**src/afuPkg.sv**
```systemverilog
// afu package with the port structs, request and response records, opcodes and CSR map
package afuPkg;

        // ********************************************************************
        // host port records
        // ********************************************************************

        // mmio request header, quadword address
        typedef struct packed {
                logic [15:0] address;
                logic [1:0]  length;
                logic [8:0]  tid;
        } tMmioHdr;

        // receive port, header plus full line of data and the two strobes
        typedef struct packed {
                tMmioHdr      hdr;
                logic [511:0] data;
                logic         mmioRdValid;
                logic         mmioWrValid;
        } tRxPort;

        // transmit response channel, one valid pulse per read response
        typedef struct packed {
                logic [8:0]  tid;
                logic [63:0] data;
                logic        mmioRdValid;
        } tTxPort;

        // ********************************************************************
        // internal records
        // ********************************************************************

        // request kind after decode
        typedef enum logic [1:0] {
                opNone  = 2'd0,
                opRead  = 2'd1,
                opWrite = 2'd2
        } tReqOp;

        // decoded request, only the low quadword of data is kept
        typedef struct packed {
                tReqOp       op;
                logic [15:0] addr;
                logic [8:0]  tid;
                logic [63:0] data;
        } tMmioReq;

        // read response, tid echoed from the request
        typedef struct packed {
                logic [8:0]  tid;
                logic [63:0] data;
        } tMmioRsp;

        // mapped quadword addresses
        typedef enum logic [15:0] {
                csrDfh     = 16'h0000,
                csrIdLo    = 16'h0002,
                csrIdHi    = 16'h0004,
                csrNextAfu = 16'h0006,
                csrRsvd    = 16'h0008,
                csrScratch = 16'h0020
        } tCsrAddr;

        // afu identity, 128 bits split in two words
        localparam logic [63:0] AfuIdLo = 64'h5C3E_91A7_0D44_B286;
        localparam logic [63:0] AfuIdHi = 64'h27F1_6B0A_E953_4C1D;

        // device feature header
        localparam logic [63:0] DfhValue = {
                4'b0001,        // feature type afu
                8'b0,
                4'b0,           // minor revision
                7'b0,
                1'b1,           // last entry in the list
                24'b0,          // next offset
                4'b0,           // major revision
                12'b0           // feature id
        };

endpackage

```
**src/afuCsr.sv**
```systemverilog
// afu CSR block, holds the feature header, ID words and scratch register
`timescale 1ns/1ps

module afuCsr
        import afuPkg::*;
(
        input  logic    Clk_400,
        input  logic    reset,
        input  tMmioReq req,
        output tMmioRsp rsp,
        output logic    rspValid
);

        // ********************************************************************
        // registers
        // ********************************************************************

        // the only writable register
        logic [63:0] scratch;

        // read data selected from the address
        logic [63:0] readData;

        // request qualifiers
        logic        isRead;
        logic        isWrite;
        logic        hitScratch;

        assign isRead     = (req.op == opRead);
        assign isWrite    = (req.op == opWrite);
        assign hitScratch = (req.addr == csrScratch);

        // write path
        // writes to any other address are ignored
        always_ff @(posedge Clk_400) begin
                if (reset) begin
                        scratch <= 64'h0;
                end else if (isWrite && hitScratch) begin
                        scratch <= req.data;
                end
        end

        // ********************************************************************
        // read decode
        // ********************************************************************

        always_comb begin
                case (tCsrAddr'(req.addr))
                        // feature header
                        csrDfh: begin
                                readData = DfhValue;
                        end
                        // id words
                        csrIdLo: begin
                                readData = AfuIdLo;
                        end
                        csrIdHi: begin
                                readData = AfuIdHi;
                        end
                        // no further afu in the list
                        csrNextAfu: begin
                                readData = 64'h0;
                        end
                        csrRsvd: begin
                                readData = 64'h0;
                        end
                        csrScratch: begin
                                readData = scratch;
                        end
                        // unmapped addresses read as zero
                        default: begin
                                readData = 64'h0;
                        end
                endcase
        end

        // ********************************************************************
        // response
        // ********************************************************************

        // valid pulse, one cycle after the request
        always_ff @(posedge Clk_400) begin
                if (reset) begin
                        rspValid <= 1'b0;
                end else begin
                        rspValid <= isRead;
                end
        end

        // response payload, tid echoed
        always_ff @(posedge Clk_400) begin
                if (isRead) begin
                        rsp.tid  <= req.tid;
                        rsp.data <= readData;
                end
        end

endmodule

```
**src/afuTop.sv**
```systemverilog
// afu top level, connects mmio ingress, CSR block, response FIFO and egress
`timescale 1ns/1ps

module afuTop
        import afuPkg::*;
#(
        parameter int RspDepth = 8,
        parameter int RspGap   = 2
) (
        input  logic   Clk_400,
        input  logic   reset,
        input  tRxPort rxPort,
        output tTxPort txPort
);

        // ********************************************************************
        // internal links
        // ********************************************************************

        // ingress to csr
        tMmioReq req;

        // csr to fifo
        tMmioRsp rsp;
        logic    rspValid;

        // fifo to egress
        tMmioRsp head;
        logic    notEmpty;
        logic    pop;

        // request decode, one cycle latency
        mmioIngress uIngress (
                .Clk_400 (Clk_400),
                .reset   (reset),
                .rxPort  (rxPort),
                .req     (req)
        );

        // register file and read response build
        afuCsr uCsr (
                .Clk_400  (Clk_400),
                .reset    (reset),
                .req      (req),
                .rsp      (rsp),
                .rspValid (rspValid)
        );

        // absorbs read bursts, host keeps at most RspDepth outstanding
        rspFifo #(
                .RspDepth (RspDepth)
        ) uFifo (
                .Clk_400  (Clk_400),
                .reset    (reset),
                .push     (rspValid),
                .wrRsp    (rsp),
                .pop      (pop),
                .head     (head),
                .notEmpty (notEmpty)
        );

        // paced response channel
        rspEgress #(
                .RspGap (RspGap)
        ) uEgress (
                .Clk_400  (Clk_400),
                .reset    (reset),
                .head     (head),
                .notEmpty (notEmpty),
                .pop      (pop),
                .txPort   (txPort)
        );

endmodule

```
**src/mmioIngress.sv**
```systemverilog
// mmio ingress, registers the receive port and decodes it into a request record
`timescale 1ns/1ps

module mmioIngress
        import afuPkg::*;
(
        input  logic    Clk_400,
        input  logic    reset,
        input  tRxPort  rxPort,
        output tMmioReq req
);

        // ********************************************************************
        // input register stage
        // ********************************************************************

        // registered strobes
        logic        rdValidQ;
        logic        wrValidQ;

        // registered header fields and low quadword
        logic [15:0] addrQ;
        logic [8:0]  tidQ;
        logic [63:0] dataQ;

        // request strobes, low after reset
        always_ff @(posedge Clk_400) begin
                if (reset) begin
                        rdValidQ <= 1'b0;
                        wrValidQ <= 1'b0;
                end else begin
                        rdValidQ <= rxPort.mmioRdValid;
                        wrValidQ <= rxPort.mmioWrValid;
                end
        end

        // payload captured every cycle
        always_ff @(posedge Clk_400) begin
                addrQ <= rxPort.hdr.address;
                tidQ  <= rxPort.hdr.tid;
                // upper part of the line is not used by any register
                dataQ <= rxPort.data[63:0];
        end

        // ********************************************************************
        // decode
        // ********************************************************************

        always_comb begin
                // read has priority, a write in the same cycle is lost
                if (rdValidQ) begin
                        req.op = opRead;
                end else if (wrValidQ) begin
                        req.op = opWrite;
                end else begin
                        req.op = opNone;
                end
                req.addr = addrQ;
                req.tid  = tidQ;
                req.data = dataQ;
        end

endmodule

```
**src/rspEgress.sv**
```systemverilog
// response egress, pops the FIFO at a paced rate and drives the response channel
`timescale 1ns/1ps

module rspEgress
        import afuPkg::*;
#(
        parameter int RspGap = 2
) (
        input  logic    Clk_400,
        input  logic    reset,
        input  tMmioRsp head,
        input  logic    notEmpty,
        output logic    pop,
        output tTxPort  txPort
);

        localparam int GapWidth = $clog2(RspGap + 1);

        // egIdle may send, egHold waits out the gap
        typedef enum logic {
                egIdle = 1'b0,
                egHold = 1'b1
        } tEgState;

        tEgState               state;
        logic [GapWidth-1:0]   gapCnt;

        // ********************************************************************
        // pacing
        // ********************************************************************

        // pop as soon as an entry is waiting and no gap is pending
        assign pop = (state == egIdle) && notEmpty;

        always_ff @(posedge Clk_400) begin
                if (reset) begin
                        // first response goes out without delay
                        state  <= egIdle;
                        gapCnt <= '0;
                end else if (state == egIdle) begin
                        if (pop && (RspGap > 1)) begin
                                state  <= egHold;
                                gapCnt <= GapWidth'(RspGap - 1);
                        end
                end else begin
                        // hold for RspGap-1 cycles after each pop
                        if (gapCnt <= GapWidth'(1)) begin
                                state <= egIdle;
                        end
                        gapCnt <= gapCnt - 1'b1;
                end
        end

        // registered response channel, one-cycle valid
        always_ff @(posedge Clk_400) begin
                if (reset) begin
                        txPort <= '0;
                end else begin
                        txPort.mmioRdValid <= pop;
                        if (pop) begin
                                txPort.tid  <= head.tid;
                                txPort.data <= head.data;
                        end
                end
        end

endmodule

```
**src/rspFifo.sv**
```systemverilog
// response FIFO, show-ahead buffer of pending read responses in request order
`timescale 1ns/1ps

module rspFifo
        import afuPkg::*;
#(
        parameter int RspDepth = 8
) (
        input  logic    Clk_400,
        input  logic    reset,
        input  logic    push,
        input  tMmioRsp wrRsp,
        input  logic    pop,
        output tMmioRsp head,
        output logic    notEmpty
);

        // pointer and count widths
        localparam int PtrWidth = (RspDepth > 1) ? $clog2(RspDepth) : 1;
        localparam int CntWidth = $clog2(RspDepth + 1);

        // ********************************************************************
        // storage and pointers
        // ********************************************************************

        tMmioRsp               mem [RspDepth];
        logic [PtrWidth-1:0]   wrPtr;
        logic [PtrWidth-1:0]   rdPtr;
        logic [CntWidth-1:0]   count;

        logic                  full;
        logic                  doPush;
        logic                  doPop;

        assign full     = (count == CntWidth'(RspDepth));
        assign notEmpty = (count != '0);

        // push while full is dropped
        assign doPush = push && !full;
        assign doPop  = pop && notEmpty;

        // show-ahead, head is the oldest entry
        assign head = mem[rdPtr];

        // storage write
        always_ff @(posedge Clk_400) begin
                if (doPush) begin
                        mem[wrPtr] <= wrRsp;
                end
        end

        // pointers wrap at the depth, which need not be a power of two
        always_ff @(posedge Clk_400) begin
                if (reset) begin
                        wrPtr <= '0;
                        rdPtr <= '0;
                        count <= '0;
                end else begin
                        if (doPush) begin
                                wrPtr <= (wrPtr == PtrWidth'(RspDepth - 1)) ? '0 : wrPtr + 1'b1;
                        end
                        if (doPop) begin
                                rdPtr <= (rdPtr == PtrWidth'(RspDepth - 1)) ? '0 : rdPtr + 1'b1;
                        end
                        // count unchanged on simultaneous push and pop
                        if (doPush && !doPop) begin
                                count <= count + 1'b1;
                        end else if (doPop && !doPush) begin
                                count <= count - 1'b1;
                        end
                end
        end

endmodule

```
**config.mk**
```make
export PLATFORM = sky130hd
export DESIGN_NAME = afuTop
export DESIGN_NICKNAME = d
export VERILOG_FILES = /design/src/afuPkg.sv /design/src/afuCsr.sv /design/src/afuTop.sv /design/src/mmioIngress.sv /design/src/rspEgress.sv /design/src/rspFifo.sv
export SDC_FILE = /design/constraint.sdc
export NUM_CORES = 1
export LEC_CHECK = 0
export ABC_AREA = 1
export BUFFER_PORTS_ARGS = -buffer_cell sky130_fd_sc_hd__buf_2
export CAP_MARGIN = 25
export CELL_PAD_IN_SITES_DETAIL_PLACEMENT = 0
export CELL_PAD_IN_SITES_GLOBAL_PLACEMENT = 1
export CORE_MARGIN = 5
export CORE_UTILIZATION = 43
export CTS_CLUSTER_SIZE = 25
export DETAILED_ROUTE_END_ITERATION = 7
export PLACE_DENSITY = 0.75
export SLEW_MARGIN = 20
export SYNTH_ARGS = -nofsm -noshare
export SYNTH_HDL_FRONTEND = slang
export SYNTH_SLANG_ARGS = --single-unit
```
**constraint.sdc**
```tcl
create_clock -name Clk_400 -period 5.6 [get_ports Clk_400]
set_input_delay 0.28 -clock Clk_400 [delete_from_list [all_inputs] [get_ports Clk_400]]
set_output_delay 0.28 -clock Clk_400 [all_outputs]
set_load 0.05 [all_outputs]
```
* Yosys cells after proc, flatten, opt, wreduce, memory -nomap -nowiden
Memory sizes are Yosys's and may differ from the RTL's. A register that Yosys moved wholly into a read port is not among the register bits.
Index checks and enable logic that the tools add are counted.
** Word-level totals
- Register bits :: 243
- RAM bits :: 584
- Input port bits :: 543
- Output and inout port bits :: 74
- Memories :: 1
** Memory list
- uFifo.mem :: depth 8, bits a word 73, rd ports 1, clocked after memory_dff 1, wr ports 1, line rspFifo.sv:26 : tMmioRsp mem [RspDepth];
** Cells by class
- Add/subtract/negate cells :: 5
- Magnitude comparators :: 1
- Eq/ne operators :: 8
- Muxes and demuxes :: 14
- Bitwise operators :: 1
- Reduce and logical (&&, ||, !) cells :: 13
** Operators with widths (count)
- 64-bit case mux with 4 select lines :: 1
- 16-bit by 2-bit equality test with 1-bit output (second input constant) :: 1
- 16-bit by 3-bit equality test with 1-bit output (second input constant) :: 1
- 16-bit by 6-bit equality test with 1-bit output (second input constant) :: 1
- 16-bit logical NOT :: 1
- 2-bit 2-to-1 mux :: 4
- 4-bit 2-to-1 mux :: 2
- 3-bit by 1-bit adder with 3-bit output (second input constant) :: 2
- 3-bit equality test (second input constant) :: 2
- 1-bit logical AND :: 6
- 3-bit 2-to-1 mux :: 2
- 1-bit 2-to-1 mux :: 5
- 4-bit by 1-bit adder with 4-bit output (second input constant) :: 1
- 4-bit equality test (second input constant) :: 1
- 2-bit nonzero test :: 2
- 4-bit nonzero test :: 1
- 4-bit by 1-bit subtractor with 4-bit output (second input constant) :: 1
- 1-bit logical NOT :: 3
- 2-bit by 1-bit equality test with 1-bit output (second input constant) :: 1
- 2-bit equality test (second input constant) :: 1
- 2-bit by 1-bit <= comparator with 1-bit output (second input constant) :: 1
- 2-bit by 1-bit subtractor with 2-bit output (second input constant) :: 1
- 1-bit NOT :: 1

* Depth between registers and ports, before layout
Gate-level depths: netlist of run 1.
- Depth after elaboration :: 7
- Mapped depth :: 14
- Gate-level depth less buffers :: 14

* By module
Synthesis of run 1 repeated with hierarchy kept, for this count alone.
** Unflattened totals
- Cell total of the unflattened synthesis :: 3360
- Area total of the unflattened synthesis :: 35151.2 um^2
** Modules (own cells, without submodules)
- rspFifo :: times used 1, cells each 2036, area each 24026.8 um^2, sequential area each 17797.1 um^2
- afuCsr :: times used 1, cells each 733, area each 6024.5 um^2, sequential area each 3493.4 um^2
- rspEgress :: times used 1, cells each 493, area each 3248.1 um^2, sequential area each 1541.5 um^2
- mmioIngress :: times used 1, cells each 98, area each 1851.8 um^2, sequential area each 1821.7 um^2

* Worst setup path after synthesis of run 1
OpenSTA, ideal clock, no wires.
- Path type :: reg-to-reg
- Start :: register uFifo.count[0]
- End :: memory uFifo.mem[1][0] (netlist bit) (enable)
- Arrival time :: 3.888 ns
- Required time :: 5.095 ns
- Setup slack :: 1.208 ns
- Stages on the path, launching flop included :: 7
- Buffers on the path :: 0
- Clock period less this slack :: 4.392 ns
- Path through :: dfxtp_1 nor2_2 nand3_1 nand2_1 inv_1 nand2_1 nor2_1
** Between the ends
- Word-level cells in the longest chain between the ends :: 5
** Ends and longest elaborated chain
- start: declaration :: line rspFifo.sv:29 : logic [CntWidth-1:0] count;
- start signal: assignment :: line rspFifo.sv:67 : count <= count + 1'b1;
- start signal: assignment :: line rspFifo.sv:69 : count <= count - 1'b1;
- 4-bit equality test :: line rspFifo.sv:35 : assign full = (count == CntWidth'(RspDepth));
- 1-bit logical NOT :: line rspFifo.sv:39 : assign doPush = push && !full;
- 1-bit logical AND :: line rspFifo.sv:39
- via uFifo.doPush :: line rspFifo.sv:32 : logic doPush;
- 1-bit 2-to-1 mux :: line rspFifo.sv:47 : if (doPush) begin
- 1-bit 2-to-1 mux (not written as such) :: line rspFifo.sv:48 : mem[wrPtr] <= wrRsp;
- end: declaration :: line rspFifo.sv:26
The timed path passes the listed nets, and every way through them passes these cells.

* Final worst setup path of run 1
- Start :: register uFifo.count[0]
- End :: memory uFifo.mem[7][47] (netlist bit) (enable)
Same word-level chain as after synthesis.

==> flow_summary.toml, run 1 <==
[synthesis]
synthCells = 3271
netlist_area_um2 = 34600
synth_top_area_share = 0.570
ys_warn_count = 0
syn_nets = 3823
avgSynthCellArea_um2 = 10.6
ys_types = 28
synth_largest_area_cell = "edfxtp_1"
ys_ff_latch = 900
synth_area_leaders = "edfxtp_1 (57%), dfxtp_1 (14%), nand2_1 (12%)"
seq_area_frac_synth = 0.710

[cells_and_area]
final_nets = 4043
drive_above_1_share = 0.112
syn2layout_area_growth_pct = 16.4

[place]
portBuffers = 166
routabilityCongestion = 0.712
dpl.hpwl_um = 43100

[global_routing]
grt_max_degree = 152
gr-total-overflow = 0
grt_pass1_wl_um = 126000
antenna_found_initial = 4
gr-usage-all-layers = 0.189
grt_pass1_vias = 20600

[sta]
fin_hold_ws_ns = 0.258
report.final.slew_viol_count = 0
rsz0062_at_grt = "no"
skew_ns = 0.0201
tightest_slew_ns = 1.09
finalSetupViolations = 0
setup_tns_ns = 0
finalHoldViolations = 0
fmax_ghz = 0.358
min_period_ns = 2.80
post-route-period-util = 0.499
max_slew_margin = 0.272

[floorplanning]
die_y_um = 294
dieArea_um2 = 86300
initial_core_util = 0.432
io_pins = 617
fp.coreArea_um2 = 80200
core.rowCount = 104
die_w_um = 294

[worst_hold_path]
whs_path_depth = 2
hold_path.class = "in2reg"

[routing]
drc = 0
vias_per_cell = 4.76
vias = 22000
final_antenna_net_count = 0
drt_iter0_drc = 1518
wl_um = 82300
drtPass1Iterations = 5
wl_per_cell_um = 17.8

[setup_path]
cp.required_ns = 5.86
endpoint_kind = "register"
r2r_cells = 7
cp_common_cell = "nand2_1"
slowest_stage = "buf_4"
critical_path.startpoint_type = "register"
crit_chain = "nor2_2 > nand3_1 > nand2_1 > inv_1 > nand2_1 > nor2_4 > buf_4"
max_stage_delay_ns = 0.75
critical_path_class = "reg2reg"
critPathMaxFanout = 43
cp.arrival_ns = 3.05

[cts]
cts.clk_slew.worst_paths_ns = 0.06
post_cts_buffers = 0
htree_levels = 3
cts_tree = "built"
cts_sinks = 900
clockRootBuffer = "clkbuf_16"
clkLatencyLatePin_ns = 0.65
numCtsBuffers = 91
cts_buffer_depth = 3

[power]
p_per_area_nw_per_um2 = 458
finalPower_mw = 18.5
peakVddDrop_uv = 388
power_leakage_nw = 16.9

[status]
status = "finished clean"

[job]
max_cap_violations = 0
report_power, final:
part,leakage [nW],switching [mW],internal (mW),total [mW]
clock network,1.43,2.50,3.41,5.91
registers,7.82,0.325,7.50,7.83
logic,7.65,3.50,1.24,4.74
total,16.9,6.33,12.1,18.5
cell usage after synthesis:
cell type and count:
fa_1 1, a21oi_2 40, o21ai_0 122, inv_1 378
nand4_1 2, inv_2 3, nand2_4 1, clkinv_1 1
dfxtp_1 243, xor2_1 2, clkbuf_1 59, buf_1 10
buf_2 81, nor2_2 2, nand3_1 305, a211oi_1 2
clkbuf_2 6, ha_1 8, buf_4 3, nor3_1 2
edfxtp_1 657, nand2_1 1112, buf_6 12, or2_2 2
a21oi_1 42, nor3b_2 1, nor2_1 173, nand3_2 1
worst max-delay path: cells and delay by family (launching register included):
family,cells,cell delay (ns)
AND/OR/NAND/NOR,5,1.06
buffers and inverters,2,0.89
flip-flops,1,0.42
final cells by class:
cell class	instances	area [um2]
fill	7166	39900
antenna	3	7.51
timing repair buffer	298	2160
tap	1060	1330
clock inverter	49	485
clock buffer	118	2440
inverter	382	1450
sequential	900	24600
multi-input combinational	1818	7830
stage by stage:
| stage | instances | instance area [um2] | setup slack (ns) | utilization |
|---|---|---|---|---|
| 2_1_floorplan | 3271 | 34600 | 1.21 | - |
| 3_3_place_gp | 4361 | 36400 | 2.58 | 0.454 |
| 3_5_place_dp | 4362 | 36400 | 2.59 | 0.454 |
| 4_1_cts | 4623 | 40200 | 2.54 | 0.502 |
| 5_1_grt | 4625 | 40300 | 2.67 | 0.503 |
| 6_report | 4628 | 40300 | 2.80 | 0.503 |
flip-flops by register name, indices dropped and copies added (netlist names), 2 cells and up:
signal and count:
uCsr.rsp 73, uCsr.scratch 64, uEgress.gapCnt 2, uEgress.txPort 74, uFifo.count 4, uFifo.mem 584, uFifo.rdPtr 3, uFifo.wrPtr 3
uIngress.addrQ 16, uIngress.dataQ 64, uIngress.tidQ 9
kinds of logic (layout without fill, tap and decap cells):
kind of cell               Yosys count  in the layout  share of synthesized area
AOI/OAI and AO/OA                  206            206                     0.0342
xor gates and xnor gates             2              2                   0.000506
adders and majority gates            9              9                    0.00347
buffers and inverters              553            847                     0.0660
DFF                                900            900                      0.710
other                                0              3                          0
and+or+nand+nor                   1601           1601                      0.186
layer usage:
layer | global-route usage | wire length (um)
met3 | 0.0304 | 5030
met1 | 0.289 | 39900
met2 | 0.284 | 35800
met4 | 0.0479 | 1510
met5 | 0 | 0
final timing paths:
path,end,from,slack (ns)
hold reg to reg,uCsr.rsp[67],uIngress.tidQ[3],0.40
setup reg to reg,uFifo.mem[7][47],uFifo.count[0],2.80
hold / removal,uIngress.dataQ[14],rxPort[16],0.26
setup / recovery,uFifo.mem[7][47],uFifo.count[0],2.80
placed cells by master (no fill, tap or decap), drive strengths merged, types with 7 or more instances in the layout:
cell / Yosys / layout
nor2: 175 / 175
dlygate4sd3: 0 / 94
a21oi: 82 / 82
clkinv: 1 / 38
nand3: 306 / 306
nand2: 1113 / 1113
buf: 106 / 204
ha: 8 / 8
dfxtp: 243 / 243
clkbuf: 65 / 118
o21ai: 122 / 122
edfxtp: 657 / 657
bufinv: 0 / 7
inv: 381 / 384
repair_timing:
item,CTS,global route
gates resized for setup,0,0
hold endpoints to repair,95,0
hold buffers,94,0
Power figures use the tool's default switching activity.
==> run 2, diff against run 1 <==
==> constraint.sdc (replaced) <==
create_clock -name Clk_400 -period 2.7 [get_ports Clk_400]
set_input_delay 0.135 -clock Clk_400 [delete_from_list [all_inputs] [get_ports Clk_400]]
set_output_delay 0.135 -clock Clk_400 [all_outputs]
set_load 0.05 [all_outputs]
==> run 2 against run 1 <==
- first-iteration DRC count is 2.0% higher
- sequential power is 100% higher
- core utilization is 1.3 points higher
- clock power is 110% higher
- sequential share of layout area is 1.5 points lower
- register-to-register slack worse by 2.6 ns
- count of clock-buffer cells in the layout is 12 higher
- sequential cell count stayed put
- critical path depth is 1 lower
- setup slack worse by 2.6 ns
- non-clock buffer count is 52 higher
- highest routed layer unchanged
==> flow_summary.toml, run 2 (same netlist as run 1, synthesis figures left out) <==
[status]
status = "finished clean"

[cts]
cts_buffer_depth = 3
numCtsBuffers = 93
htree_levels = 3
clkLatencyLatePin_ns = 0.65
clockRootBuffer = "clkbuf_16"
cts.clk_slew.worst_paths_ns = 0.06
cts_sinks = 900
cts_tree = "built"
cts.repair.resized = 0

[global_routing]
antenna_found_initial = 2
top_usage_layer = "met2"
grt_max_degree = 159
met2_usage = 0.292
grt_use_met1 = 0.282
gr-usage-all-layers = 0.189
grt_pass1_wl_um = 126000
gr-usage-met3 = 0.0308
grt_pass1_vias = 21100
gr-total-overflow = 0

[place]
routabilityCongestion = 0.727
dp.cells = 4416
dpl.hpwl_um = 47300
place_area_um2 = 37300
portBuffers = 166

[sta]
setup_tns_ns = 0
skew_ns = 0.0213
rsz0062_at_grt = "no"
finalSetupViolations = 0
min_period_ns = 2.45
tightest_slew_ns = 0.815
report.final.slew_viol_count = 0
max_slew_margin = 0.457
post-route-period-util = 0.909
fmax_ghz = 0.407
finalHoldViolations = 0

[power]
power_leakage_nw = 17.4
peakVddDrop_uv = 847
p_per_area_nw_per_um2 = 945
finalPower_mw = 39.0

[routing]
vias = 22100
wl_um = 82800
drtPass1Iterations = 5
wl_per_cell_um = 17.7
drt_iter0_drc = 1548
final_antenna_net_count = 0
drc = 0
vias_per_cell = 4.71

[cells_and_area]
final_nets = 4097
largest_reg_flops = 584
reg.largest.list = "uFifo.mem (584), uEgress.txPort (74), uCsr.rsp (73)"
final_cell_mix = "nand2_1 (1111), edfxtp_1 (657), inv_1 (375)"
fin_cells = 4687
fin_area_um2 = 41300
fill_cells = 7078
regMostFlops = "uFifo.mem"
fin_util = 0.516
drive_above_1_share = 0.128
layout_commonest_cell = "nand2_1"
syn2layout_area_growth_pct = 19.4

[floorplanning]
die_w_um = 294
core.rowCount = 104
dieArea_um2 = 86300
fp.coreArea_um2 = 80200
die_y_um = 294
io_pins = 617
initial_core_util = 0.432

[setup_path]
r2r-start = "uIngress.addrQ[15]"
crit_start = "uIngress.addrQ[15]"
crit_chain = "nor2_1 > nand2_1 > nor2_2 > nand2_2 > buf_4 > o21ai_0"
cp.required_ns = 3.04
max_stage_delay_ns = 0.54
slowest_stage = "o21ai_0"
endpoint_kind = "register"
critical_path_class = "reg2reg"
critPathMaxFanout = 19
critical_path.startpoint_type = "register"
cp.arrival_ns = 2.80

[worst_hold_path]
hp-start = "rxPort[22]"
hold_path.class = "in2reg"

[job]
max_cap_violations = 0
==> run 2: cell types whose count changed in the layout (fill, tap and decap cells not counted), moves of 2 or more <==
cell and delta:
buf_12 +41, clkbuf_8 +7, clkbuf_16 +5, clkinv_2 -2, buf_4 +13, clkinv_1 -3
buf_16 -2, diode_2 -2
==> run 2: routing by layer <==
layer / wire [um] / up-vias / share of wire
met3: 4740 / 90 / 0.057
met4: 1330 / 0 / 0.016
met2: 37000 / 518 / 0.45
met5: 0 / - / 0
li1: - / 11100 / -
met1: 39700 / 10300 / 0.48
==> run 2: power breakdown <==
part | switching [mW] | internal [mW]
sequential | 0.450 | 15.6
clock | 5.23 | 7.49
combinational | 7.52 | 2.80
==> run 2: worst max-delay path, delay by kind of cell (launching register included) <==
family	cells	cell delay [ns]
AOI/OAI and AO/OA	1	0.54
DFF	1	0.30
and+or+nand+nor	4	0.95
buffers and inverters	1	0.35
==> run 2: area by class of cell <==
class                           instances  area [um2]  share of cell area
Sequential cell                       900       24600               0.595
Timing Repair Buffer                  350        3020              0.0731
Clock inverter                         46         439              0.0106
Antenna cell                            1        2.50           0.0000605
Tap cell                             1060        1330              0.0321
Multi-Input combinational cell       1818        7830               0.189
Inverter                              382        1450              0.0351
Clock buffer                          130        2660              0.0643
==> run 2: final timing paths <==
check | to | slack (ns) | cells past startpoint
setup / recovery | uCsr.rsp[30] | 0.25 | 6
setup reg to reg | uCsr.rsp[30] | 0.25 | 6
hold / removal | uIngress.dataQ[20] | 0.12 | 2
hold reg to reg | uCsr.rsp[66] | 0.40 | 0
==> run 2: repair_timing <==
action,4_1_cts,5_1_grt
hold buffers,94,0
hold endpoints to repair,100,0
setup buffers,0,0
==> run 2: per-stage QoR <==
stage	hold WS (ns)	worst slack, ns
after global placement	0.238	0.355
after CTS	0.0683	0.342
after detailed placement	0.239	0.362
after global routing	0.0947	0.187
final	0.115	0.246
after floorplan	0.163	-0.513
